### src/logic/conv_config.svh
`ifndef CONV_CONFIG_SVH
`define CONV_CONFIG_SVH

// window and lane geometry
`define CONV_TAPS 9
`define CONV_LANES 4

// memory and counter widths
`define CONV_ADDR_W 16
`define CONV_DIM_W 6
`define CONV_CH_W 10

// nine 2-bit codebook indices per weight word
`define CONV_CODE_W 18

// output requantization
`define CONV_QSHIFT 5
`define CONV_QMAX 127

`endif

### src/logic/conv_pkg.sv
`include "conv_config.svh"

package conv_pkg;

  typedef logic signed [7:0]  pixel_t;
  typedef logic signed [7:0]  weight_t;
  typedef logic signed [15:0] acc_t;
  typedef logic [31:0]        bias_t;

  typedef logic [`CONV_CODE_W/`CONV_TAPS-1:0] code_t;
  // one signed byte per code value
  typedef logic [(2**$bits(code_t))*$bits(weight_t)-1:0] codebook_t;

  typedef logic [`CONV_ADDR_W-1:0] addr_t;
  typedef logic [`CONV_DIM_W-1:0]  dim_t;
  typedef logic [`CONV_CH_W-1:0]   chan_t;

  typedef enum logic [2:0] {
    ph_idle,
    ph_load_bias,
    ph_load_weight,
    ph_fetch,
    ph_calc,
    ph_write,
    ph_done
  } phase_e;

endpackage

### src/logic/conv_step_if.sv
`timescale 1ns/1ps

interface conv_step_if;
  import conv_pkg::*;

  phase_e     phase;
  logic [3:0] step;
  dim_t       x;
  dim_t       y;
  chan_t      cha;
  // base kernel of the current lane group
  chan_t      ker;
  logic       first_cha;
  logic       last_cha;
  dim_t       num_row;
  chan_t      num_channel;

  modport ctrl (output phase, step, x, y, cha, ker, first_cha, last_cha,
                       num_row, num_channel);

  modport unit (input phase, step, x, y, cha, ker, first_cha, last_cha,
                      num_row, num_channel);

endinterface

### src/logic/output_writer.sv
`timescale 1ns/1ps
`include "conv_config.svh"

module output_writer (
  input  logic            clk,
  input  logic            rstn,
  conv_step_if.unit       step_bus,
  input  conv_pkg::acc_t  lane_sums [`CONV_LANES],
  input  conv_pkg::acc_t  lane_bias [`CONV_LANES],
  output logic            output_cs,
  output logic            output_we,
  output conv_pkg::addr_t output_addr,
  output conv_pkg::acc_t  output_wdata,
  input  conv_pkg::acc_t  output_rdata
);
  import conv_pkg::*;

  localparam int LW = $clog2(`CONV_LANES);

  logic [LW-1:0] lane;
  logic [1:0]    slot;
  logic          in_write;
  chan_t         kernel;
  addr_t         n_sq;
  acc_t          sum;
  acc_t          wdata_q;

  // relu, then saturate, then drop the fraction bits
  function automatic acc_t quantize(input acc_t v);
    if (v[$bits(acc_t)-1]) begin
      return '0;
    end
    if (|v[$bits(acc_t)-1:`CONV_QSHIFT+7]) begin
      return acc_t'(`CONV_QMAX);
    end
    return acc_t'(v[`CONV_QSHIFT+7:`CONV_QSHIFT]);
  endfunction

  // read, compute and write take one step each per lane
  assign in_write = (step_bus.phase == ph_write);
  assign lane     = LW'(step_bus.step / 4'd3);
  assign slot     = 2'(step_bus.step % 4'd3);
  assign kernel   = step_bus.ker + chan_t'(lane);
  assign n_sq     = addr_t'(step_bus.num_row) * addr_t'(step_bus.num_row);

  assign output_addr = addr_t'(kernel) * n_sq +
                       addr_t'(step_bus.y) * addr_t'(step_bus.num_row) + addr_t'(step_bus.x);
  assign output_cs   = in_write && (slot != 2'd1);
  assign output_we   = in_write && (slot == 2'd2);

  // first channel starts from the bias, later ones from the stored partial
  assign sum = lane_sums[lane] + (step_bus.first_cha ? lane_bias[lane] : output_rdata);

  always_ff @(posedge clk or negedge rstn) begin
    if (!rstn) begin
      wdata_q <= '0;
    end else if (in_write && slot == 2'd1) begin
      wdata_q <= step_bus.last_cha ? quantize(sum) : sum;
    end
  end

  assign output_wdata = wdata_q;

endmodule

### src/flat_wrapper.sv
// flat-port wrapper written by rule: the top's interface ports become plain ports
module output_writer_flat import conv_pkg::*;
  (clk, rstn, lane_sums, lane_bias, output_cs, output_we, output_addr, output_wdata, output_rdata, step_bus_phase, step_bus_step, step_bus_x, step_bus_y, step_bus_cha, step_bus_ker, step_bus_first_cha, step_bus_last_cha, step_bus_num_row, step_bus_num_channel);
  conv_step_if step_bus_i ();
  input  logic clk;
  input  logic rstn;
  input  conv_pkg::acc_t lane_sums[`CONV_LANES];
  input  conv_pkg::acc_t lane_bias[`CONV_LANES];
  output logic output_cs;
  output logic output_we;
  output conv_pkg::addr_t output_addr;
  output conv_pkg::acc_t output_wdata;
  input  conv_pkg::acc_t output_rdata;
  input wire logic [$bits(step_bus_i.phase)-1:0] step_bus_phase;
  input wire logic [$bits(step_bus_i.step)-1:0] step_bus_step;
  input wire logic [$bits(step_bus_i.x)-1:0] step_bus_x;
  input wire logic [$bits(step_bus_i.y)-1:0] step_bus_y;
  input wire logic [$bits(step_bus_i.cha)-1:0] step_bus_cha;
  input wire logic [$bits(step_bus_i.ker)-1:0] step_bus_ker;
  input wire logic [$bits(step_bus_i.first_cha)-1:0] step_bus_first_cha;
  input wire logic [$bits(step_bus_i.last_cha)-1:0] step_bus_last_cha;
  input wire logic [$bits(step_bus_i.num_row)-1:0] step_bus_num_row;
  input wire logic [$bits(step_bus_i.num_channel)-1:0] step_bus_num_channel;
  assign step_bus_i.phase = step_bus_phase;
  assign step_bus_i.step = step_bus_step;
  assign step_bus_i.x = step_bus_x;
  assign step_bus_i.y = step_bus_y;
  assign step_bus_i.cha = step_bus_cha;
  assign step_bus_i.ker = step_bus_ker;
  assign step_bus_i.first_cha = step_bus_first_cha;
  assign step_bus_i.last_cha = step_bus_last_cha;
  assign step_bus_i.num_row = step_bus_num_row;
  assign step_bus_i.num_channel = step_bus_num_channel;
  output_writer u_core (.clk(clk), .rstn(rstn), .step_bus(step_bus_i), .lane_sums(lane_sums), .lane_bias(lane_bias), .output_cs(output_cs), .output_we(output_we), .output_addr(output_addr), .output_wdata(output_wdata), .output_rdata(output_rdata));
endmodule
### config.mk
export PLATFORM = sky130hd
export DESIGN_NAME = output_writer_flat
export DESIGN_NICKNAME = d
export VERILOG_FILES = /design/src/logic/conv_pkg.sv /design/src/logic/conv_step_if.sv /design/src/logic/output_writer.sv /design/src/flat_wrapper.sv
export VERILOG_INCLUDE_DIRS = /design/src /design/src/logic
export SDC_FILE = /design/constraint.sdc
export NUM_CORES = 1
export LEC_CHECK = 0
export BUFFER_PORTS_ARGS = -buffer_cell sky130_fd_sc_hd__buf_2
export CAP_MARGIN = 20
export CORE_ASPECT_RATIO = 0.8
export CORE_MARGIN = 5
export CORE_UTILIZATION = 30
export CTS_CLUSTER_SIZE = 10
export DETAILED_ROUTE_END_ITERATION = 7
export PLACE_DENSITY = 0.6
export SYNTH_ARGS = -nofsm -noshare
export SYNTH_HDL_FRONTEND = slang
export SYNTH_SLANG_ARGS = --single-unit
### constraint.sdc
create_clock -name clk -period 23.4 [get_ports clk]
set_input_delay 1.17 -clock clk [delete_from_list [all_inputs] [get_ports clk]]
set_output_delay 1.17 -clock clk [all_outputs]
set_load 0.05 [all_outputs]
# After elaboration in Yosys (flattened, before gate mapping)

Index checks and enable logic that the tools add are counted.
Widths: inputs -> output; s select.

Register bits after elaboration: 16
Input bits: 203
Output and inout port bits: 34
Word-level logic and storage cells: 37

Add/subtract/negate cells: 4
$mul: 3
Div/mod/pow operators: 2
Order comparisons: 1
Equality and inequality tests: 4
Muxes and demuxes: 17
Bitwise operators: 1
Reductions and logical operators: 4

Operator list:

| cell                | count |
|---|---|
| $mux 16             | 10 |
| $bmux 16 s2         | 2 |
| $mul 6x6->12        | 2 |
| $add 16x12->16      | 1 |
| $add 16x16->16      | 1 |
| $add 16x6->16       | 1 |
| $mul 10x12->16      | 1 |
| $add 10x2->10       | 1 |
| $mux 1              | 5 |
| $div 4x2->4 const B | 1 |
| $mod 4x2->4 const B | 1 |
| $reduce_or 4->1     | 1 |
| $eq 3x3->1 const B  | 1 |
| $ge 3x3->1 const B  | 1 |
| $logic_and 1x1->1   | 3 |
| $not 2->3           | 1 |
| $eq 2x1->1 const B  | 1 |
| $eq 2x2->1 const B  | 1 |
| $ne 2x1->1 const B  | 1 |

# Longest topological paths before layout

Depth after elaboration: 14
Mapped depth: 41
Depth with buffers taken out: 36

# Least setup slack after synthesis

OpenSTA, ideal clock, no wires.

Path type: input to output
Start: input step_bus_step[3]
End: output output_addr[15]
Arrival: 9.497 ns
Data required time: 22.230 ns
Setup slack: 12.733 ns
Cell stages on the path: 38
Buffers on the path: 4
Path through: nand2b_1 -> inv_1 -> ha_1 -> inv_1 -> ha_1 -> inv_1 -> o21ai_0 -> o21ai_0 -> inv_1 -> ha_1 -> a21oi_2 -> buf_2 -> inv_2 -> clkbuf_1 -> buf_2 -> buf_1 -> ha_1 -> fa_1 -> (+2 left out) -> xnor2_1 -> nand2b_1 -> fa_1 -> fa_1 -> fa_1 -> fa_1 -> inv_1 -> fa_1 -> inv_1 -> fa_1 -> inv_1 -> ha_1 -> and2_1 -> o21ai_0 -> o211ai_1 -> o211ai_1 -> o21ai_0 -> xor2_1

Longest elaborated chain between the ends: 5

RTL lines:

| what           | RTL line            | RTL |
|---|---|---|
| from (decl)    | flat_wrapper.sv:15  | `input wire logic [$bits(step_bus_i.step)-1:0] step_bus_step;` |
| $div 4x2->4    | output_writer.sv:41 | `assign lane = LW'(step_bus.step / 4'd3);` |
| $add 10x2->10  | output_writer.sv:43 | `assign kernel = step_bus.ker + chan_t'(lane);` |
| $mul 10x12->16 | output_writer.sv:46 | `assign output_addr = addr_t'(kernel) * n_sq +` |
| $add 16x12->16 | output_writer.sv:46 |  |
| $add 16x6->16  | output_writer.sv:47 | `addr_t'(step_bus.y) * addr_t'(step_bus.num_row) + addr_t'(step_bus.x);` |
| to (decl)      | flat_wrapper.sv:11  | `output conv_pkg::addr_t output_addr;` |

Every way passes these cells.

# Final worst setup path

Start: input step_bus_num_row[0]
End: output output_addr[15]

Longest elaborated chain between the ends: 4
Elaborated cells between the ends (all ways): 5
Classes of those cells: add/sub (2); mul (3)

RTL lines:

| what               | RTL line            | RTL |
|---|---|---|
| from (decl)        | flat_wrapper.sv:22  | `input wire logic [$bits(step_bus_i.num_row)-1:0] step_bus_num_row;` |
| $mul 6x6->12       | output_writer.sv:44 | `assign n_sq = addr_t'(step_bus.num_row) * addr_t'(step_bus.num_row);` |
| $mul 10x12->16     | output_writer.sv:46 |  |
| $add 16x12->16 (*) | output_writer.sv:46 |  |
| $add 16x6->16 (*)  | output_writer.sv:47 |  |

Mark *: on every way between the ends. The rest lies on a longest branch, timed or not.

==> metrics.cfg <==
[finish]
fin_nets = 1597
postLayoutCoreUtil_pct = 36.2
largest_register_ffs = 16
synthToLayoutAreaGrowth_pct = 18.8
drive_gt1_share_pct = 20.9

[setup_path]
crit_path_frequent_cell = fa_1
worstReg2RegStart = u_core.output_wdata[0]$_DFFE_PN0P_
crit_fanout = 23
r2r_slack_ns = 22.64
critPathMaxStageDelay_ns = 0.55
startpoint = step_bus_num_row[0]
cp-endpoint = output_addr[15]
worstSetupPathType = primary input to output pin
startpoint_type = primary input
slowest_stage = fa_1
end_kind = output pin
r2r_cells = 1
r2r_end = u_core.output_wdata[0]$_DFFE_PN0P_
critPathRequiredTime_ns = 22.23
worstPathArrival_ns = 10.06

[clock_tree]
post_cts_buffers = 0
cts.sinks = 16
h-tree-depth = 1
cts_resized = 0
cts_tree = yes
clock_path_buffers = 2
cts_made_buffers = 3
clk_pin_slew_ns = 0.05
postCtsHoldBufs = 0
insertion_delay_ns = 0.25
cts_root_buf = clkbuf_16

[placement]
dp_slack_ns = 12.24
place_congestion = 0.821
hpwl_mm = 21.0
port_buffers = 216

[timing]
fin_tns_setup_ns = 0
fin_worst_skew_ns = 0
hold_viol = 0
tightest_slew_ns = 0.983
fmax_mhz = 89.0
rsz0062_at_grt = false
fin_ws_ns = 12.17
slew_viol_final = 0
finalCritPeriodShare_pct = 48.0
fin_crit_ns = 11.23
setup_viol = 0
slew_headroom_pct = 34.1

[routing]
wl_met2_mm = 11.6
routed-via-count = 7309
drtAntennaViolNets = 0
first_pass_iters = 5
met3WireLength_mm = 1.68
drc_errors = 0
drtIter0Drc = 380
highest_layer = met5
drt_wl_total_mm = 24.4
avgViaCountPerCell = 4.73
avgRoutedWirePerCell_um = 15.8
wl_met1_mm = 10.9

[logic_synthesis]
synth-edff-count = 0
yosysUniqueCellTypes = 55
ys_ff_latch = 16
synth-simple-area-share_pct = 19.8
synth_top_family_by_area = adder cells
syn_inst = 1001
async_flop_share_pct = 100
syn_nets = 1411
synth-xor-area-share_pct = 6.82
synth-compound-area-share_pct = 12.9
synth-seq-area-share_pct = 5.00
mappedNetlistArea_sq_um = 8010
synth.mux.area_fraction_pct = 2.89
ys_warn_count = 0
synth_flop_cell = dfrtp_1
syn_area_per_cell_sq_um = 8.01
synthAdderAreaFrac_pct = 42.2

[min_path]
min_from = u_core.output_wdata[10]$_DFFE_PN0P_
hold_path.class = register to register

[grt]
grtUsageTotal_pct = 15.4
grt_max_degree = 67
grt_pass1_vias = 7013
grt_overflow_total = 0
grt_pass1_wl_mm = 37.2
antenna_found_initial = 2

[die]
initial_core_util_pct = 30.4
io_pins = 237
dieArea_sq_um = 30100
rows = 53
die_y_um = 156
fp.dieW_um = 193
core_sq_um = 26300

[run_status]
outcome = finished clean

[job]
drv_cap = 0

how the worst min path moves through the flow:
stage,endpoint,slack (ns),depth (start not counted)
3_3_place_gp,u_core.output_wdata[2]$_DFFE_PN0P_,0.46,1
3_5_place_dp,u_core.output_wdata[3]$_DFFE_PN0P_,0.47,1
6_report,u_core.output_wdata[10]$_DFFE_PN0P_,0.48,2
2_1_floorplan,u_core.output_wdata[13]$_DFFE_PN0P_,0.75,2
5_1_grt,u_core.output_wdata[2]$_DFFE_PN0P_,0.51,1
4_1_cts,u_core.output_wdata[3]$_DFFE_PN0P_,0.48,1
layout make-up:
cell class	count	area, sq um
antenna	1	2.50
clock buffer	4	88.8
fill	2814	16800
inverter	184	691
multi-input combinational	762	6780
sequential	16	400
tap	357	447
timing repair buffer	220	1110
worst max-delay path: cells and delay by family:
family	cells	cell delay, ns
adders and majority gates	10	4.79
AOI/OAI and AO/OA	2	0.63
xor gates and xnor gates	9	2.11
buffers and inverters	4	0.76
and+or+nand+nor	5	0.61
cells by family (layout without fill, tap and decap cells):
kind of cell | after synthesis | after routing
AO/OA/AOI/OAI | 152 | 152
XOR/XNOR | 60 | 60
adder cells (fa/ha/maj) | 207 | 207
buffers and inverters | 223 | 408
flip-flops | 16 | 16
multiplexers | 20 | 20
other | 0 | 1
AND/OR/NAND/NOR | 323 | 323
metal layers:
metal / vias to the layer above / global-route usage [%]
li1: 3587 / -
met1: 3481 / 21.2
met4: 2 / 1.53
met5: - / 0
met3: 20 / 1.86
met2: 219 / 27.0
cell usage after synthesis, types with 4 or more instances:
library cell	n	area [sq um]
nor2b_1	14	87.6
and3_1	4	25.0
and2_0	25	156
o21ai_0	9	45.0
a21o_1	11	82.6
and2_1	65	407
mux2i_1	4	40.0
a31oi_1	32	200
a311oi_1	5	43.8
nand2b_1	13	81.3
o21bai_1	6	45.0
nand3_1	8	40.0
ha_1	102	1280
inv_1	182	683
mux2_2	15	169
dfrtp_1	16	400
a21oi_1	19	95.1
o211ai_1	5	37.5
a211oi_1	33	248
fa_1	105	2100
nor3_1	10	50.1
xnor2_1	35	307
nand2_1	136	510
a211o_1	6	52.6
clkbuf_1	33	124
o21ai_1	11	55.1
xor2_1	23	201
nor2_1	36	135
per-stage QoR:
step                      area (sq um)  hold WS [ns]  instances
after floorplan                   8010         0.746       1001
after global placement            9430         0.464       1539
after detailed placement          9430         0.471       1539
after CTS                         9520         0.482       1543
after global routing              9520         0.511       1544
final                             9520         0.481       1544
layout by cell type, fill, tap and decap left out, drive strengths merged, types with 32 or more instances in the layout:
cell type / netlist / routed
ha: 102 / 102
xnor2: 36 / 36
buf: 6 / 220
fa: 105 / 105
nor2: 36 / 36
a211oi: 33 / 33
nand2: 136 / 136
a31oi: 32 / 32
and2: 90 / 90
inv: 184 / 184
Power is not shown: default switching activity piles up to over one toggle a cycle in this logic, so the estimate is an artifact.
