File: src/logic/conv_config.svh
`ifndef CONV_CONFIG_SVH
`define CONV_CONFIG_SVH

// window and lane geometry
`define CONV_TAPS 9
`define CONV_LANES 4

// memory and counter widths
`define CONV_ADDR_W 16
`define CONV_DIM_W 6
`define CONV_CH_W 10

// nine 2-bit codebook indices per weight word
`define CONV_CODE_W 18

// output requantization
`define CONV_QSHIFT 5
`define CONV_QMAX 127

`endif

File: src/logic/conv_pkg.sv
`include "conv_config.svh"

package conv_pkg;

  typedef logic signed [7:0]  pixel_t;
  typedef logic signed [7:0]  weight_t;
  typedef logic signed [15:0] acc_t;
  typedef logic [31:0]        bias_t;

  typedef logic [`CONV_CODE_W/`CONV_TAPS-1:0] code_t;
  // one signed byte per code value
  typedef logic [(2**$bits(code_t))*$bits(weight_t)-1:0] codebook_t;

  typedef logic [`CONV_ADDR_W-1:0] addr_t;
  typedef logic [`CONV_DIM_W-1:0]  dim_t;
  typedef logic [`CONV_CH_W-1:0]   chan_t;

  typedef enum logic [2:0] {
    ph_idle,
    ph_load_bias,
    ph_load_weight,
    ph_fetch,
    ph_calc,
    ph_write,
    ph_done
  } phase_e;

endpackage

File: src/logic/conv_step_if.sv
`timescale 1ns/1ps

interface conv_step_if;
  import conv_pkg::*;

  phase_e     phase;
  logic [3:0] step;
  dim_t       x;
  dim_t       y;
  chan_t      cha;
  // base kernel of the current lane group
  chan_t      ker;
  logic       first_cha;
  logic       last_cha;
  dim_t       num_row;
  chan_t      num_channel;

  modport ctrl (output phase, step, x, y, cha, ker, first_cha, last_cha,
                       num_row, num_channel);

  modport unit (input phase, step, x, y, cha, ker, first_cha, last_cha,
                      num_row, num_channel);

endinterface

File: src/logic/kernel_store.sv
`timescale 1ns/1ps
`include "conv_config.svh"

module kernel_store (
  input  logic                    clk,
  input  logic                    rstn,
  input  logic                    start,
  input  conv_pkg::codebook_t     codebook,
  conv_step_if.unit               step_bus,
  output logic                    bias_cs,
  output logic                    weight_cs,
  output conv_pkg::addr_t         bias_addr,
  output conv_pkg::addr_t         weight_addr,
  input  conv_pkg::bias_t         bias_rdata,
  input  logic [`CONV_CODE_W-1:0] weight_rdata,
  output conv_pkg::weight_t       lane_weights [`CONV_LANES][`CONV_TAPS],
  output conv_pkg::acc_t          lane_bias [`CONV_LANES]
);
  import conv_pkg::*;

  codebook_t  book;
  logic       bias_req_q;
  logic       weight_req_q;
  logic [3:0] cap_idx;
  chan_t      kernel;

  function automatic weight_t decode(input code_t code, input codebook_t cb);
    return weight_t'(cb[code*$bits(weight_t) +: $bits(weight_t)]);
  endfunction

  // one request per lane at steps 0..3
  assign kernel    = step_bus.ker + chan_t'(step_bus.step);
  assign bias_cs   = (step_bus.phase == ph_load_bias) && (step_bus.step < 4'(`CONV_LANES));
  assign weight_cs = (step_bus.phase == ph_load_weight) && (step_bus.step < 4'(`CONV_LANES));

  assign bias_addr   = addr_t'(kernel);
  assign weight_addr = addr_t'(kernel) * addr_t'(step_bus.num_channel) + addr_t'(step_bus.cha);

  assign cap_idx = step_bus.step - 1'b1;

  always_ff @(posedge clk or negedge rstn) begin
    if (!rstn) begin
      book         <= '0;
      bias_req_q   <= 1'b0;
      weight_req_q <= 1'b0;
    end else begin
      bias_req_q   <= bias_cs;
      weight_req_q <= weight_cs;
      if (start && step_bus.phase == ph_idle) begin
        book <= codebook;
      end
    end
  end

  always_ff @(posedge clk) begin
    for (int l = 0; l < `CONV_LANES; l++) begin
      if (cap_idx == 4'(l)) begin
        if (bias_req_q) begin
          lane_bias[l] <= acc_t'(bias_rdata);
        end
        if (weight_req_q) begin
          for (int t = 0; t < `CONV_TAPS; t++) begin
            lane_weights[l][t] <= decode(weight_rdata[t*$bits(code_t) +: $bits(code_t)], book);
          end
        end
      end
    end
  end

endmodule

File: src/flat_wrapper.sv
// flat-port wrapper written by rule: the top's interface ports become plain ports
module kernel_store_flat import conv_pkg::*;
  (clk, rstn, start, codebook, bias_cs, weight_cs, bias_addr, weight_addr, bias_rdata, weight_rdata, lane_weights, lane_bias, step_bus_phase, step_bus_step, step_bus_x, step_bus_y, step_bus_cha, step_bus_ker, step_bus_first_cha, step_bus_last_cha, step_bus_num_row, step_bus_num_channel);
  conv_step_if step_bus_i ();
  input  logic clk;
  input  logic rstn;
  input  logic start;
  input  conv_pkg::codebook_t codebook;
  output logic bias_cs;
  output logic weight_cs;
  output conv_pkg::addr_t bias_addr;
  output conv_pkg::addr_t weight_addr;
  input  conv_pkg::bias_t bias_rdata;
  input  logic [`CONV_CODE_W-1:0] weight_rdata;
  output conv_pkg::weight_t lane_weights[`CONV_LANES][`CONV_TAPS];
  output conv_pkg::acc_t lane_bias[`CONV_LANES];
  input wire logic [$bits(step_bus_i.phase)-1:0] step_bus_phase;
  input wire logic [$bits(step_bus_i.step)-1:0] step_bus_step;
  input wire logic [$bits(step_bus_i.x)-1:0] step_bus_x;
  input wire logic [$bits(step_bus_i.y)-1:0] step_bus_y;
  input wire logic [$bits(step_bus_i.cha)-1:0] step_bus_cha;
  input wire logic [$bits(step_bus_i.ker)-1:0] step_bus_ker;
  input wire logic [$bits(step_bus_i.first_cha)-1:0] step_bus_first_cha;
  input wire logic [$bits(step_bus_i.last_cha)-1:0] step_bus_last_cha;
  input wire logic [$bits(step_bus_i.num_row)-1:0] step_bus_num_row;
  input wire logic [$bits(step_bus_i.num_channel)-1:0] step_bus_num_channel;
  assign step_bus_i.phase = step_bus_phase;
  assign step_bus_i.step = step_bus_step;
  assign step_bus_i.x = step_bus_x;
  assign step_bus_i.y = step_bus_y;
  assign step_bus_i.cha = step_bus_cha;
  assign step_bus_i.ker = step_bus_ker;
  assign step_bus_i.first_cha = step_bus_first_cha;
  assign step_bus_i.last_cha = step_bus_last_cha;
  assign step_bus_i.num_row = step_bus_num_row;
  assign step_bus_i.num_channel = step_bus_num_channel;
  kernel_store u_core (.clk(clk), .rstn(rstn), .start(start), .codebook(codebook), .step_bus(step_bus_i), .bias_cs(bias_cs), .weight_cs(weight_cs), .bias_addr(bias_addr), .weight_addr(weight_addr), .bias_rdata(bias_rdata), .weight_rdata(weight_rdata), .lane_weights(lane_weights), .lane_bias(lane_bias));
endmodule
File: config.mk
export PLATFORM = sky130hd
export DESIGN_NAME = kernel_store_flat
export DESIGN_NICKNAME = d
export VERILOG_FILES = /design/src/logic/conv_pkg.sv /design/src/logic/conv_step_if.sv /design/src/logic/kernel_store.sv /design/src/flat_wrapper.sv
export VERILOG_INCLUDE_DIRS = /design/src /design/src/logic
export SDC_FILE = /design/constraint.sdc
export NUM_CORES = 1
export LEC_CHECK = 0
export BUFFER_PORTS_ARGS = -buffer_cell sky130_fd_sc_hd__buf_2
export CELL_PAD_IN_SITES_DETAIL_PLACEMENT = 0
export CELL_PAD_IN_SITES_GLOBAL_PLACEMENT = 2
export CORE_MARGIN = 2
export CORE_UTILIZATION = 33
export DETAILED_ROUTE_END_ITERATION = 16
export PLACE_DENSITY = 0.76
export SLEW_MARGIN = 20
export SYNTH_ARGS = -nofsm -noshare
export SYNTH_HDL_FRONTEND = slang
export SYNTH_SLANG_ARGS = --single-unit
export TNS_END_PERCENT = 1
File: constraint.sdc
create_clock -name clk -period 9.51 [get_ports clk]
set_input_delay 1.902 -clock clk [delete_from_list [all_inputs] [get_ports clk]]
set_output_delay 1.902 -clock clk [all_outputs]
set_load 0.01 [all_outputs]
# == Word-level counts from Yosys, hierarchy flattened ==
# Cells that the tools add are included.
# totals
elab_cells,75
latch_bits,0
n_memories,0
input_bits,142
register_bits,386
output_inout_bits,386
mem_bits_ro,0
mem_bits_rw,0
# classes
reduce_logical,13
n_eq_ne,5
mux,0
n_lt_le_gt_ge,1
n_mul,1
div,0
addsub,3
shifts,9
bitwise_logic,0
# op_table
operator,n
$shiftx A32 B6 Y8,9
$add A16 B10 Y16,1
$mul A10 B10 Y16,1
$reduce_and A2 Y1,8
$add A10 B4 Y10,1
$eq A4 B2 Y1 const B,2
$eq A4 B1 Y1 const B,1
$logic_not A4 Y1,1
$lt A4 B3 Y1 const B,1
$sub A4 B1 Y4 const B,1
$eq A3 B1 Y1 const B,1
$eq A3 B2 Y1 const B,1
$logic_and A1 B1 Y1,3
$logic_not A3 Y1,1

# == Logic depth before layout (Yosys ltp) ==
# logic_depth
ltp_word,3
mapped_depth,26
depth_no_buf,25

# == Least setup slack after synthesis ==
# Ideal clock, no wire load.
# synth_timing
kind,input to output
start,input step_bus_ker[0]
end,output weight_addr[15]
n_path_buf,1
t_arrival_ns,7.580
slack_ns,0.028
required_ns,7.608
path_stages,25
path_cell_list,ha_1 -> inv_1 -> fa_1 -> nor2b_4 -> o31ai_1 -> xnor2_1 -> clkbuf_1 -> nand2_1 -> fa_1 -> inv_1 -> fa_1 -> inv_1 -> fa_1 -> inv_1 -> fa_1 -> inv_1 -> fa_1 -> inv_1 -> ha_1 -> nor3_1 -> nand2b_1 -> o2111ai_1 -> a21oi_1 -> a31oi_1 -> xnor3_1
# synth_via
elab_chain_cells,3
# synth_rtl
element,line_no,source
"start, declared",flat_wrapper.sv:22,input wire logic [$bits(step_bus_i.ker)-1:0] step_bus_ker;
$add A10 B4 Y10,kernel_store.sv:32,assign kernel = step_bus.ker + chan_t'(step_bus.step);
named net bias_addr[6],flat_wrapper.sv:11,output conv_pkg::addr_t bias_addr;
$mul A10 B10 Y16,kernel_store.sv:37,assign weight_addr = addr_t'(kernel) * addr_t'(step_bus.num_channel) + addr_t'(step_bus.cha);
$add A16 B10 Y16,kernel_store.sv:37,
"end, declared",flat_wrapper.sv:12,output conv_pkg::addr_t weight_addr;
# The timed path passes the listed nets, and every way through them passes these cells.

# == Worst setup path in the final report ==
# layout_timing
start,input step_bus_step[0]
end,output weight_addr[15]
# layout_via
elab_chain_cells,3
# layout_rtl
element,line_no,source
"start, declared",flat_wrapper.sv:18,input wire logic [$bits(step_bus_i.step)-1:0] step_bus_step;
$add A10 B4 Y10,kernel_store.sv:32,
$mul A10 B10 Y16,kernel_store.sv:37,
$add A16 B10 Y16,kernel_store.sv:37,
# Every way passes these cells.

==> reports/summary.txt <==
STA
----------------------------------------------------------------------------------
Fin crit share                                                              98.12%
Final count of pins violating max slew                                           0
Setup clock skew after layout                                           0.02556 ns
Slew at the pin with the worst max-slew slack                             1.053 ns
Count of endpoints failing setup in the final report                             0
Final-report hold violation count                                                0
Min Clock Period, post-route                                              9.331 ns
Worst setup margin                                                       0.1792 ns
Setup tns final                                                               0 ns
Final Hold Slack                                                         0.7063 ns
FMAX                                                                    0.1072 GHz
Remaining max-slew budget at the tightest pin                               29.79%

POWER AND IR DROP
----------------------------------------------------------------------------------
Internal power                                                            4.171 mW
Sequential group share of total power                                        32.6%
Relative contribution of combinational cells to total power                  43.3%
Leakage                                                                   8.969 nW
VDD IR max                                                               0.5256 mV
Pwr dens                                                              281.7 nW/µm²
Clk pwr share                                                                24.1%
Share of total power consumed by net switching                              33.68%
Total net switching power                                                 2.118 mW

SYNTH
----------------------------------------------------------------------------------
Biggest area contributors in the synthesized netlist                  sky130_fd_sc_hd__edfxtp_1 (62%), sky130_fd_sc_hd__mux4_2 (9.5%), sky130_fd_sc_hd__fa_1 (8.0%)
Post-synthesis cell type count                                                  51
Yosys top cell by area                                                sky130_fd_sc_hd__edfxtp_1
Synth Cell Area                                                          17100 µm²
Avg Inst Size Synth                                                      18.23 µm²
Sequential area share after synthesis                                       66.79%
Post-synthesis sequential element count                                        386
Instance count of the mapped netlist                                           938
Share of the synthesized area in the top cell type                          61.81%
Number of warnings reported in the yosys synthesis log                           0

CLOCK NETWORK
----------------------------------------------------------------------------------
TritonCTS Buffers                                                               41
CTS H-Tree Depth                                                                 2
Clock tree from TritonCTS                                                    built
Reg clk slew, reported paths                                               0.06 ns
Number of sinks driven by the clock tree                                       386
Worst-Skew Late Latency                                                    0.57 ns
Max clock buf depth                                                              3
Clock tree root driver cell                                           sky130_fd_sc_hd__clkbuf_16

HOLD PATH
----------------------------------------------------------------------------------
Worst Hold Depth                                                                 1
Path class of the lowest-slack min-delay path                           reg -> reg

CELLS AND AREA
----------------------------------------------------------------------------------
Most common cell after layout, fill and taps aside                    sky130_fd_sc_hd__buf_2
Layout Cell Area excl Fill                                               22330 µm²
Syn-to-layout area delta                                                    30.57%
Total Nets Final                                                              1753
Commonest cells after routing, fill and taps aside                    sky130_fd_sc_hd__buf_2 (484), sky130_fd_sc_hd__edfxtp_1 (352), sky130_fd_sc_hd__inv_1 (95)
Share of final-layout standard cells stronger than drive strength 1         50.29%

GLOBAL ROUTING
----------------------------------------------------------------------------------
Pin count of the biggest net entering global routing                            67
Wire length of the first global-routing pass                              71000 µm
Overflow left after global routing                                               0
Vias in the first global route                                               10460
Met2 track utilization from global routing                                  31.06%
Global routing met3 resource utilization                                    4.122%
Most heavily used metal layer in global routing                               met2
Met1 track utilization from global routing                                  23.28%
Total routing usage reported by global routing                              18.40%
Initial antenna violation count                                                 20

FLOORPLANNING
----------------------------------------------------------------------------------
Die width                                                                 231.6 µm
Die ar.                                                                  53650 µm²
Core Area                                                                51300 µm²
Number of cell rows                                                             83
Initial Util                                                                33.33%
Chip Height                                                               231.6 µm
IO Pins                                                                        528

ROUTE
----------------------------------------------------------------------------------
Drc violations                                                                   0
Pre-Repair DR Iteration Count                                                    5
Routed wirelength normalized by instance count                            22.67 µm
DR iter-0 viols                                                                637
Total number of vias                                                         10360
Final ANT Viol Nets                                                              0
Detail-routed via count per cell                                             4.662
Routed wire length                                                        50390 µm

WORST SETUP PATH
----------------------------------------------------------------------------------
Required time reported for the critical path endpoint                      7.61 ns
Critical path depth in cells                                                    25
Gate family responsible for the most delay along the worst path        adder cells
Crit path capture type                                                  output pin
Critical Path Start Type                                                input port
Critical Setup Path Class                                                in -> out
Highest net fanout along the worst path                                          4
Slowest cell on the critical path                                     sky130_fd_sc_hd__fa_1
Dominant cell type by count on the critical path                      sky130_fd_sc_hd__fa_1
CP Data Arrival Time                                                       7.43 ns
Combined buffer and inverter count along the critical path                       7
Slowest cell delay on critical path                                        0.53 ns
Worst Reg2Reg Path Length in Cells                                               3

RUN STATUS
----------------------------------------------------------------------------------
Result of the run                                                     finished clean

PLACED DESIGN
----------------------------------------------------------------------------------
Final GP Congestion                                                         0.7799
DP HPWL                                                                   37130 µm
Setup Slack @ Placement                                                 -0.5635 ns
Number of I/O port buffers                                                     485
Area post-placement                                                      20690 µm²

RUN
----------------------------------------------------------------------------------
Count of maximum capacitance violations                                          0

[worst paths after layout]
path | from | to | slack [ns]
min in group asynchronous | rstn | u_core.book[8] | 1.48
setup reg to reg | u_core.weight_req_q | u_core.lane_weights[96] | 7.09
max in group asynchronous | rstn | u_core.book[17] | 7.42
setup / recovery | step_bus_step[0] | weight_addr[15] | 0.18
hold / removal | u_core.book[23] | u_core.book[23] | 0.71
hold reg to reg | u_core.book[23] | u_core.book[23] | 0.71
[synthesized netlist by cell type (all sizes together)]
cell / instances
o2111ai: 1
nand4: 2
or3: 2
xnor3: 1
o21a: 2
nor3b: 2
nand2: 49
xnor2: 18
dfrtp: 34
buf: 18
a21oi: 8
xor2: 7
clkbuf: 20
o211a: 1
a211oi: 1
or2: 1
inv: 100
a31oi: 1
nor2: 12
nor2b: 8
a21o: 3
o22ai: 1
o21ai: 8
a21boi: 2
o31ai: 2
and4: 1
ha: 45
fa: 68
conb: 1
nor4b: 2
edfxtp: 352
and3: 1
mux4: 72
nor3: 2
o211ai: 1
nand2b: 4
and2: 51
nand3: 1
o21bai: 1
mux2: 32
[cell type report]
class	instances	area, µm²
Antenna cell	14	35.03
Clock buffer	52	1077
Clock inverter	22	209.0
Fill cell	4651	28970
Inverter	100	375.4
Multi-Input combinational cell	419	5438
Sequential cell	386	11420
Tap cell	680	850.8
Timing Repair Buffer	550	2922
[registers in the layout (all words and copies together), names as in the netlist]
register / cells
u_core.bias_req_q: 1
u_core.weight_req_q: 1
u_core.lane_bias: 64
u_core.lane_weights: 288
u_core.book: 32
[worst reg2reg max path: cells and delay by family, from the launching register on]
family / cells / cell delay [ns]
and+or+nand+nor: 2 / 0.77
buffers and inverters: 1 / 0.77
DFF: 1 / 0.35
[per-layer routing]
| metal | part of all wire [%] | up-vias | wire length, µm |
|---|---|---|---|
| met5 | 0.15 | - | 77 |
| met1 | 39 | 5280 | 19820 |
| met4 | 2.8 | 12 | 1396 |
| li1 | - | 4569 | - |
| met2 | 51 | 413 | 25610 |
| met3 | 6.9 | 89 | 3483 |
[cells by family (layout without fill, tap and decap cells)]
group                      count (synthesis)  in the layout  synth area share [%]
xor gates and xnor gates                  26             26                 1.610
adders and majority gates                113            113                 11.25
AOI/OAI and AO/OA                         32             32                 1.266
muxes                                    104            104                 11.59
DFF                                      386            386                 66.79
other                                      1             20               0.02193
buffers and inverters                    138            724                 3.183
and+or+nand+nor                          138            138                 4.288
[what timing repair did]
item / 4_1_cts / 5_1_grt
pin swaps: 11 / 31
hold buffers: 0 / 0
setup buffers: 2 / 7
resized for setup: 12 / 34
setup endpoints to repair: 5 / 7
[power groups by stage]
stage	Clock (mW)	Combinational, mW	Sequential [mW]
global placement	0	2.50	2.08
floorplan	0	1.54	2.06
detailed placement	0	2.51	2.08
finish	1.51	2.73	2.05
global route	1.61	3.05	2.06
CTS	1.55	2.62	2.05
[per-stage QoR]
step	instances	total power, mW	util (%)
floorplan	943	3.599	-
global placement	2127	4.581	40.34
detailed placement	2127	4.596	40.34
CTS	2203	6.218	42.99
global route	2221	6.722	43.51
finish	2223	6.289	43.52
Power figures use the tool's default switching activity.
