File: src/logic/conv_config.svh
`ifndef CONV_CONFIG_SVH
`define CONV_CONFIG_SVH

// window and lane geometry
`define CONV_TAPS 9
`define CONV_LANES 4

// memory and counter widths
`define CONV_ADDR_W 16
`define CONV_DIM_W 6
`define CONV_CH_W 10

// nine 2-bit codebook indices per weight word
`define CONV_CODE_W 18

// output requantization
`define CONV_QSHIFT 5
`define CONV_QMAX 127

`endif

File: src/logic/conv_pkg.sv
`include "conv_config.svh"

package conv_pkg;

  typedef logic signed [7:0]  pixel_t;
  typedef logic signed [7:0]  weight_t;
  typedef logic signed [15:0] acc_t;
  typedef logic [31:0]        bias_t;

  typedef logic [`CONV_CODE_W/`CONV_TAPS-1:0] code_t;
  // one signed byte per code value
  typedef logic [(2**$bits(code_t))*$bits(weight_t)-1:0] codebook_t;

  typedef logic [`CONV_ADDR_W-1:0] addr_t;
  typedef logic [`CONV_DIM_W-1:0]  dim_t;
  typedef logic [`CONV_CH_W-1:0]   chan_t;

  typedef enum logic [2:0] {
    ph_idle,
    ph_load_bias,
    ph_load_weight,
    ph_fetch,
    ph_calc,
    ph_write,
    ph_done
  } phase_e;

endpackage

File: src/logic/conv_step_if.sv
`timescale 1ns/1ps

interface conv_step_if;
  import conv_pkg::*;

  phase_e     phase;
  logic [3:0] step;
  dim_t       x;
  dim_t       y;
  chan_t      cha;
  // base kernel of the current lane group
  chan_t      ker;
  logic       first_cha;
  logic       last_cha;
  dim_t       num_row;
  chan_t      num_channel;

  modport ctrl (output phase, step, x, y, cha, ker, first_cha, last_cha,
                       num_row, num_channel);

  modport unit (input phase, step, x, y, cha, ker, first_cha, last_cha,
                      num_row, num_channel);

endinterface

File: src/logic/window_fetch.sv
`timescale 1ns/1ps
`include "conv_config.svh"

module window_fetch (
  input  logic             clk,
  input  logic             rstn,
  conv_step_if.unit        step_bus,
  output logic             input_cs,
  output conv_pkg::addr_t  input_addr,
  input  conv_pkg::pixel_t input_rdata,
  output conv_pkg::pixel_t taps [`CONV_TAPS]
);
  import conv_pkg::*;

  localparam int PW = `CONV_DIM_W + 1;

  logic [1:0]    off_r;
  logic [1:0]    off_c;
  logic [PW-1:0] row_p1;
  logic [PW-1:0] col_p1;
  logic [PW-1:0] side;
  logic          in_image;
  dim_t          row;
  dim_t          col;
  addr_t         plane;
  logic          hit_q;
  logic [3:0]    cap_idx;

  // tap t sits at window offset (t/3, t%3)
  // positions kept one above the pixel index
  assign off_r  = 2'(step_bus.step / 4'd3);
  assign off_c  = 2'(step_bus.step % 4'd3);
  assign row_p1 = PW'(step_bus.y) + PW'(off_r);
  assign col_p1 = PW'(step_bus.x) + PW'(off_c);
  assign side   = PW'(step_bus.num_row);

  assign in_image = (row_p1 != '0) && (col_p1 != '0) &&
                    (row_p1 <= side) && (col_p1 <= side);

  assign row   = dim_t'(row_p1 - 1'b1);
  assign col   = dim_t'(col_p1 - 1'b1);
  assign plane = addr_t'(step_bus.cha) * addr_t'(step_bus.num_row) * addr_t'(step_bus.num_row);

  assign input_cs   = (step_bus.phase == ph_fetch) &&
                      (step_bus.step < 4'(`CONV_TAPS)) && in_image;
  assign input_addr = plane + addr_t'(row) * addr_t'(step_bus.num_row) + addr_t'(col);

  // data for the previous step's tap arrives now
  assign cap_idx = step_bus.step - 1'b1;

  always_ff @(posedge clk or negedge rstn) begin
    if (!rstn) begin
      hit_q <= 1'b0;
    end else begin
      hit_q <= input_cs;
    end
  end

  // padded taps had no request and load zero
  always_ff @(posedge clk) begin
    if (step_bus.phase == ph_fetch && step_bus.step != 4'd0) begin
      for (int t = 0; t < `CONV_TAPS; t++) begin
        if (cap_idx == 4'(t)) begin
          taps[t] <= hit_q ? input_rdata : '0;
        end
      end
    end
  end

endmodule

File: src/flat_wrapper.sv
// flat-port wrapper written by rule: the top's interface ports become plain ports
module window_fetch_flat import conv_pkg::*;
  (clk, rstn, input_cs, input_addr, input_rdata, taps, step_bus_phase, step_bus_step, step_bus_x, step_bus_y, step_bus_cha, step_bus_ker, step_bus_first_cha, step_bus_last_cha, step_bus_num_row, step_bus_num_channel);
  conv_step_if step_bus_i ();
  input  logic clk;
  input  logic rstn;
  output logic input_cs;
  output conv_pkg::addr_t input_addr;
  input  conv_pkg::pixel_t input_rdata;
  output conv_pkg::pixel_t taps[`CONV_TAPS];
  input wire logic [$bits(step_bus_i.phase)-1:0] step_bus_phase;
  input wire logic [$bits(step_bus_i.step)-1:0] step_bus_step;
  input wire logic [$bits(step_bus_i.x)-1:0] step_bus_x;
  input wire logic [$bits(step_bus_i.y)-1:0] step_bus_y;
  input wire logic [$bits(step_bus_i.cha)-1:0] step_bus_cha;
  input wire logic [$bits(step_bus_i.ker)-1:0] step_bus_ker;
  input wire logic [$bits(step_bus_i.first_cha)-1:0] step_bus_first_cha;
  input wire logic [$bits(step_bus_i.last_cha)-1:0] step_bus_last_cha;
  input wire logic [$bits(step_bus_i.num_row)-1:0] step_bus_num_row;
  input wire logic [$bits(step_bus_i.num_channel)-1:0] step_bus_num_channel;
  assign step_bus_i.phase = step_bus_phase;
  assign step_bus_i.step = step_bus_step;
  assign step_bus_i.x = step_bus_x;
  assign step_bus_i.y = step_bus_y;
  assign step_bus_i.cha = step_bus_cha;
  assign step_bus_i.ker = step_bus_ker;
  assign step_bus_i.first_cha = step_bus_first_cha;
  assign step_bus_i.last_cha = step_bus_last_cha;
  assign step_bus_i.num_row = step_bus_num_row;
  assign step_bus_i.num_channel = step_bus_num_channel;
  window_fetch u_core (.clk(clk), .rstn(rstn), .step_bus(step_bus_i), .input_cs(input_cs), .input_addr(input_addr), .input_rdata(input_rdata), .taps(taps));
endmodule
File: config.mk
export PLATFORM = sky130hd
export DESIGN_NAME = window_fetch_flat
export DESIGN_NICKNAME = d
export VERILOG_FILES = /design/src/logic/conv_pkg.sv /design/src/logic/conv_step_if.sv /design/src/logic/window_fetch.sv /design/src/flat_wrapper.sv
export VERILOG_INCLUDE_DIRS = /design/src /design/src/logic
export SDC_FILE = /design/constraint.sdc
export NUM_CORES = 1
export LEC_CHECK = 0
export BUFFER_PORTS_ARGS = -buffer_cell sky130_fd_sc_hd__buf_2
export CAP_MARGIN = 5
export CORE_MARGIN = 2
export CORE_UTILIZATION = 45
export CTS_BUF_LIST = sky130_fd_sc_hd__clkbuf_4
export DETAILED_ROUTE_END_ITERATION = 6
export GPL_TIMING_DRIVEN = 0
export PLACE_DENSITY = 0.66
export SETUP_SLACK_MARGIN = 0.02
export SKIP_CTS_REPAIR_TIMING = 1
export SLEW_MARGIN = 20
export SYNTH_ARGS = -nofsm -noshare
export SYNTH_HDL_FRONTEND = slang
export SYNTH_SLANG_ARGS = --single-unit
File: constraint.sdc
create_clock -name clk -period 11.8 [get_ports clk]
set_input_delay 0 -clock clk [delete_from_list [all_inputs] [get_ports clk]]
set_output_delay 0 -clock clk [all_outputs]
set_load 0.01 [all_outputs]
# Yosys cells after proc, flatten, opt, wreduce, memory -nomap -nowiden
# Index checks and enable logic that the tools add are counted.
# Widths: inputs -> output; s select.
# totals
reg_bits	73
inputBits	67
output_inout_bits	89
wordCells	54
# classes
addsub	7
mul	3
n_div	2
magnitude_cmp	3
n_eq_ne	9
n_mux	1
n_reduce_logical	19
# ops
operator	count
$reduce_and 2->1	9
$add 16x12->16	1
$add 16x6->16	1
$eq 4x3->1 const B	4
$mul 10x6->16	1
$mul 16x6->16	1
$add 6x2->7	2
$le 7x6->1	2
$reduce_bool 7->1	2
$mul 6x6->12	1
$sub 6x1->6 const B	2
$eq 4x2->1 const B	2
$mux 8	1
$logic_and 1x1->1	6
$div 4x2->4 const B	1
$eq 4x1->1 const B	1
$eq 4x4->1 const B	1
$logic_not 4->1	1
$lt 4x4->1 const B	1
$mod 4x2->4 const B	1
$reduce_bool 4->1	1
$sub 4x1->4 const B	1
$eq 3x2->1 const B	1

# Logic depth before layout (Yosys ltp)
# Gate-level depths: netlist of the first run.
# depth
word_depth	7
depth_mapped	38
mapped_depth_nobuf	38

# Least setup slack after synthesis of the first run
# No wires, ideal clock.
# synth_path
kind	input to output
start	input port step_bus_num_row[2]
end	output port input_addr[13]
arrival_ns	7.169
required_time_ns	11.800
path_slack_ns	4.631
path_stages	27
path_buffers	2
cell_sequence	clkbuf_1 -> clkbuf_1 -> nand2_1 -> fa_1 -> inv_1 -> ha_1 -> fa_1 -> inv_1 -> fa_1 -> xnor2_1 -> nand2_1 -> fa_1 -> inv_1 -> fa_1 -> fa_1 -> fa_1 -> inv_1 -> fa_1 -> inv_1 -> ha_1 -> nand2b_1 -> a21boi_1 -> o41ai_1 -> o21ai_0 -> o21ai_0 -> nand2b_1 -> xnor2_1
# synth_between
elab_chain_cells	4
word_cells_on_any_way	5
cone_classes	2 x add/sub; 3 x mul
# synth_rtl
item	line	source
from (decl)	flat_wrapper.sv:19	input wire logic [$bits(step_bus_i.num_row)-1:0] step_bus_num_row;
$mul 10x6->16	window_fetch.sv:42	assign plane = addr_t'(step_bus.cha) * addr_t'(step_bus.num_row) * addr_t'(step_bus.num_row);
$mul 16x6->16	window_fetch.sv:42	
$add 16x12->16 *	window_fetch.sv:46	assign input_addr = plane + addr_t'(row) * addr_t'(step_bus.num_row) + addr_t'(col);
$add 16x6->16 *	window_fetch.sv:46	
to (decl)	flat_wrapper.sv:8	output conv_pkg::addr_t input_addr;
# Every way passes the cells marked *; elsewhere a longest branch is shown, timed or not.

# Final worst setup path of the first run
# layout_path
start	input port step_bus_step[2]
end	output port input_addr[15]
# layout_between
elab_chain_cells	6
word_cells_on_any_way	9
cone_classes	6 x add/sub; 1 x mul; 2 x div
# layout_rtl
item	line	source
from (decl)	flat_wrapper.sv:12	input wire logic [$bits(step_bus_i.step)-1:0] step_bus_step;
$div 4x2->4	window_fetch.sv:31	assign off_r = 2'(step_bus.step / 4'd3);
$add 6x2->7	window_fetch.sv:33	assign row_p1 = PW'(step_bus.y) + PW'(off_r);
$sub 6x1->6	window_fetch.sv:40	assign row = dim_t'(row_p1 - 1'b1);
$mul 6x6->12	window_fetch.sv:46	
$add 16x12->16	window_fetch.sv:46	
$add 16x6->16 *	window_fetch.sv:46	
# Marks and branches as above.

==> results.txt, run 1 <==
Status: completed
Final worst path period share: 0.7433
Critical path's slowest cell: o41ai_1
Initial antenna violation count: 1
Final worst setup slack: 3029 ps
Gpl congestion: 0.8606
H-tree depth: 3
Total grt overflow: 0
TritonCTS clock tree: done
Area leader, netlist: fa_1
Main synth FF type: edfxtp_1
Clock skew: 18.91 ps
DR vias/cell: 4.925
CP Max Fanout: 6
Library cells used by synthesis: 46
Clock root buffer: clkbuf_4
Final Slew Violations: 0
GRT Total Usage: 0.1944
Drt drc: 0
Layout cells sized above 1: 0.1528
# IOs: 156
Area occupied by multi-input gates: 0.005929 mm2
Vias: 6467
CTS Buf Count: 9
CTS Sinks: 73
Final hold violations: 0
Worst Path Required: 11800 ps
Post-synth net total: 1183
Worst setup EP type: output pin
Clock-pin slew on the worst setup and hold paths: 120 ps
FF+latch area: 0.002187 mm2
Setup violations, final: 0
Port Buffers: 129
Most used cell, CP: inv_1
Final #Nets: 1329
Yosys warning count: 0
Die height: 144.6 um
Synthesis-to-finish area growth: 13.72%
Drt wl/cell: 15.19 um
Setup TNS: 0 ps
FF+latch count, synth: 73
Crit path launch type: input pin
Largest net degree at the start of global routing: 13
Hold Crit Class: in2reg
DR iter-0 viols: 382
Min Tclk post-route: 8771 ps
Initial Util: 0.4584
Max-Slew Margin vs Limit: 0.4700
RSZ-0062 raised after global routing: false
Highest Clock Rate: 114.0 MHz
Post-synth EDFFs: 72
Skew-Pair Late Insertion Delay: 430 ps
Drt first pass iters: 5
Worst slew pin tran: 792.1 ps
Die Footprint: 0.02090 mm2
Most common cell after layout, fill and taps aside: inv_1
Post-synthesis cell count: 896
Commonest cells after routing, fill and taps aside: inv_1 (194), buf_2 (129), fa_1 (118)
Routed WL: 19950 um
Synth Cell Area: 0.008892 mm2
Rows: 51
Core box area: 0.01940 mm2
Layout filler cell count: 1845
Crit path DAT: 8770 ps
Post-synth top area share: 0.2657
Global-route wire length before repair: 31420 um
Clock Path Buffers: 2
Largest cells by area after synthesis: fa_1 (27%), edfxtp_1 (24%), ha_1 (14%)
Setup CP Type: in2out
Antenna Violating Nets Remaining: 0
Syn avg cell area: 9.924 um2
Max stage delay on crit path: 580 ps
Via count of the first global-routing pass: 6299
Post-DP HPWL: 16510 um
Synth async-reset ratio: 0.01370
Sequential element share of the synthesized area: 0.2460
Max_cap viols: 0
Die X-Extent: 144.6 um
Pre-CTS setup slack: 3228 ps
[per-layer routing]
metal,vias to the layer above,track usage,wire [um]
met5,-,0,0
met4,0,0.04343,298
met3,24,0.03642,912
met2,158,0.3143,9791
met1,3173,0.2737,8942
li1,3112,-,-
[area by class of cell]
type | count | area share
timing repair buffer | 135 | 0.06929
antenna | 1 | 0.0002475
inverter | 194 | 0.07201
clock inverter | 6 | 0.008166
tap | 265 | 0.03279
clock buffer | 10 | 0.007424
sequential | 73 | 0.2163
multi-input combinational | 609 | 0.5864
buffer | 20 | 0.007424
[cell usage after synthesis (2+ instances only)]
library cell	count
o21bai_1	3
nand3_2	2
nand4_1	4
a21o_1	6
o21ai_1	7
o31ai_1	2
fa_1	118
edfxtp_1	72
inv_1	194
o21a_1	3
a31oi_1	4
nor2_1	34
a21oi_1	12
a41oi_1	2
nand3_1	8
xor2_1	12
and2_1	72
nand2b_1	15
nor2b_1	9
nand2_1	105
o41ai_1	3
xnor2_1	28
a21boi_1	3
clkbuf_1	20
xnor3_1	2
nor4_1	5
nor3_1	11
o21ai_0	12
nand3b_1	2
and3_1	8
a221oi_1	2
ha_1	102
[final timing paths]
kind	depth (start not counted)	endpoint	slack (ps)	from
worst min-delay path	2	u_core.taps[55]	30	step_bus_step[3]
worst max register to register	1	u_core.taps[15]	10670	u_core.hit_q
worst max-delay path	38	input_addr[15]	3030	step_bus_step[2]
worst min register to register	1	u_core.taps[62]	930	u_core.hit_q
min in group asynchronous	3	u_core.hit_q	430	rstn
max in group asynchronous	3	u_core.hit_q	11260	rstn
[flip-flops by register name, summed over array words and instances, names as in the netlist]
name          count
u_core.taps      72
u_core.hit_q      1
[kinds of logic (layout without fill, tap and decap cells)]
family                     Yosys count  count (layout)  synth area share
AOI/OAI and AO/OA                   65              65           0.04882
adders and majority gates          220             220            0.4092
xor gates and xnor gates            44              44           0.04812
and+or+nand+nor                    280             280            0.1576
DFF                                 73              73            0.2460
buffers and inverters              214             365           0.09033
other                                0               1                 0
[metrics by stage]
step                      utilization  instance area [um2]  hold WS [ps]  std cells
after CTS                      0.5188                10060        -690.6       1308
after detailed placement       0.5107                 9907        -224.9       1292
final                          0.5213                10110         33.87       1313
after floorplan                     -                 8892        -295.6        896
after global routing           0.5212                10110         18.86       1312
after global placement         0.5088                 9869        -225.0       1290
[critical path, delay by kind of cell]
| family | cells | cell delay, ps |
|---|---|---|
| adder cells (fa/ha/maj) | 11 | 3720 |
| AO/OA/AOI/OAI | 6 | 1720 |
| buffers and inverters | 11 | 1390 |
| AND/OR/NAND/NOR | 7 | 1010 |
| XOR/XNOR | 3 | 880 |
Power of run 1 is not shown: default switching activity piles up to over one toggle a cycle in this logic, so the estimate is an artifact.
==> run 2, diff against run 1 <==
==> constraint.sdc (replaced) <==
create_clock -name clk -period 8.8 [get_ports clk]
set_input_delay 0 -clock clk [delete_from_list [all_inputs] [get_ports clk]]
set_output_delay 0 -clock clk [all_outputs]
set_load 0.01 [all_outputs]
==> results.txt, run 2 (synthesis results as in run 1) <==
Drt drc: 0 (unchanged)
Setup TNS: 0 ps (unchanged)
Status: completed
GR Layer Usage met3: 0.03642 (unchanged)
Crit path DAT: 8240 ps (-530 ps)
Final hold violations: 0 (unchanged)
Layout cells sized above 1: 0.1566 (+0.003820)
CTS Buf Count: 9 (unchanged)
Final hold slack: 30.77 ps (-3.102 ps)
# IOs: 156 (unchanged)
Worst slew pin tran: 793.3 ps (+1.200 ps)
Setup violations, final: 0 (unchanged)
Vias: 6492 (+0.39%)
Post-DP HPWL: 16510 um (unchanged)
Largest regs: u_core.taps x72, u_core.hit_q x1
GRT Max-Usage Layer: met2
Met2 Use GR: 0.3143 (unchanged)
Clock skew: 20.80 ps (+1.885 ps)
Port Buffers: 129 (unchanged)
Core box area: 0.01940 mm2 (unchanged)
RR Startpoint: u_core.hit_q
Drt wl/cell: 15.23 um (+0.26%)
Hold Crit Class: in2reg
Final instance area: 0.01014 mm2 (+0.24%)
Top reg by flops: u_core.taps
Final worst path period share: 0.9369
Worst Hold Depth: 2 (unchanged)
H-tree depth: 3 (unchanged)
Routed WL: 20000 um (+0.26%)
R2r worst-path depth: 1 (unchanged)
Initial Util: 0.4584 (unchanged)
RSZ-0062 raised after global routing: false
Final #Nets: 1329 (unchanged)
Min Tclk post-route: 8244 ps
Cell family with most CP delay: adder cells
Clock root buffer: clkbuf_4
Highest Clock Rate: 121.3 MHz
Max_cap viols: 0 (unchanged)
Max stage delay on crit path: 560 ps (-20 ps)
Setup CP Type: in2out
Global-route wire length before repair: 31420 um (unchanged)
Most common cell after layout, fill and taps aside: inv_1
WHS Endpoint: u_core.taps[67]
GRT Total Usage: 0.1944 (unchanged)
Largest register FFs: 72 (unchanged)
CTS Sinks: 73 (unchanged)
Via count of the first global-routing pass: 6299 (unchanged)
Die height: 144.6 um (unchanged)
Clock-pin slew on the worst setup and hold paths: 110 ps (about the same)
Gpl congestion: 0.8606 (unchanged)
Most used cell, CP: fa_1
Worst Path Required: 8800 ps (-3000 ps)
Synthesis-to-finish area growth: 13.99%
Met1 usage: 0.2737 (unchanged)
Largest net degree at the start of global routing: 13 (unchanged)
R2r setup slk: 7660 ps (-3010 ps)
Placed cell area: 0.009907 mm2 (unchanged)
Drt first pass iters: 5 (unchanged)
Commonest cells after routing, fill and taps aside: inv_1 (194), buf_2 (129), fa_1 (118)
Critical path's slowest cell: fa_1
TritonCTS clock tree: done
DR iter-0 viols: 458 (+20%)
Max-Slew Margin vs Limit: 0.4692 (-0.0008020)
DR vias/cell: 4.944 (+0.39%)
Die Footprint: 0.02090 mm2 (unchanged)
CP Max Fanout: 10 (+4)
Crit path launch type: input pin
Rows: 51 (unchanged)
Antenna Violating Nets Remaining: 0 (unchanged)
Initial antenna violation count: 1 (unchanged)
Worst reg2reg endpoint: u_core.taps[33]
Final Slew Violations: 0 (unchanged)
Skew-Pair Late Insertion Delay: 430 ps (about the same)
Crit path buf inv count: 7 (-4)
Die X-Extent: 144.6 um (unchanged)
Total grt overflow: 0 (unchanged)
HP Start: step_bus_step[2]
Clock Path Buffers: 2 (unchanged)
Worst setup EP type: output pin
[run 2: routing by layer]
layer / vias up / part of all wire
met5: - / 0
met1: 3201 / 0.45
met3: 20 / 0.043
met2: 153 / 0.49
li1: 3118 / -
met4: 0 / 0.015
[run 2: final cells by class]
cell class / instances / area [um2]
buffer: 19 / 73.82
multi-input combinational: 609 / 5944
fill: 1845 / 9263
antenna: 1 / 2.502
inverter: 194 / 728.2
timing repair buffer: 136 / 710.7
clock inverter: 6 / 82.58
sequential: 73 / 2187
tap: 265 / 331.6
clock buffer: 10 / 75.07
[run 2: how the worst max path moves through the flow]
stage                             start             end  slack, ps  cells past startpoint
floorplan           step_bus_num_row[2]  input_addr[13]       1630                     27
global placement    step_bus_num_row[2]  input_addr[13]        230                     29
detailed placement  step_bus_num_row[2]  input_addr[15]        230                     28
CTS                 step_bus_num_row[2]  input_addr[15]        190                     28
global route        step_bus_num_row[3]  input_addr[15]         60                     26
finish              step_bus_num_row[3]  input_addr[14]        560                     28
[run 2: metrics by stage]
step,instances,worst slack (ps),utilization
finish,1313,555.6,0.5225
global route,1312,59.24,0.5224
detailed placement,1292,227.9,0.5107
floorplan,896,1631,-
global placement,1290,232.2,0.5088
CTS,1308,194.1,0.5188
Power of run 2 is left out for the same reason.
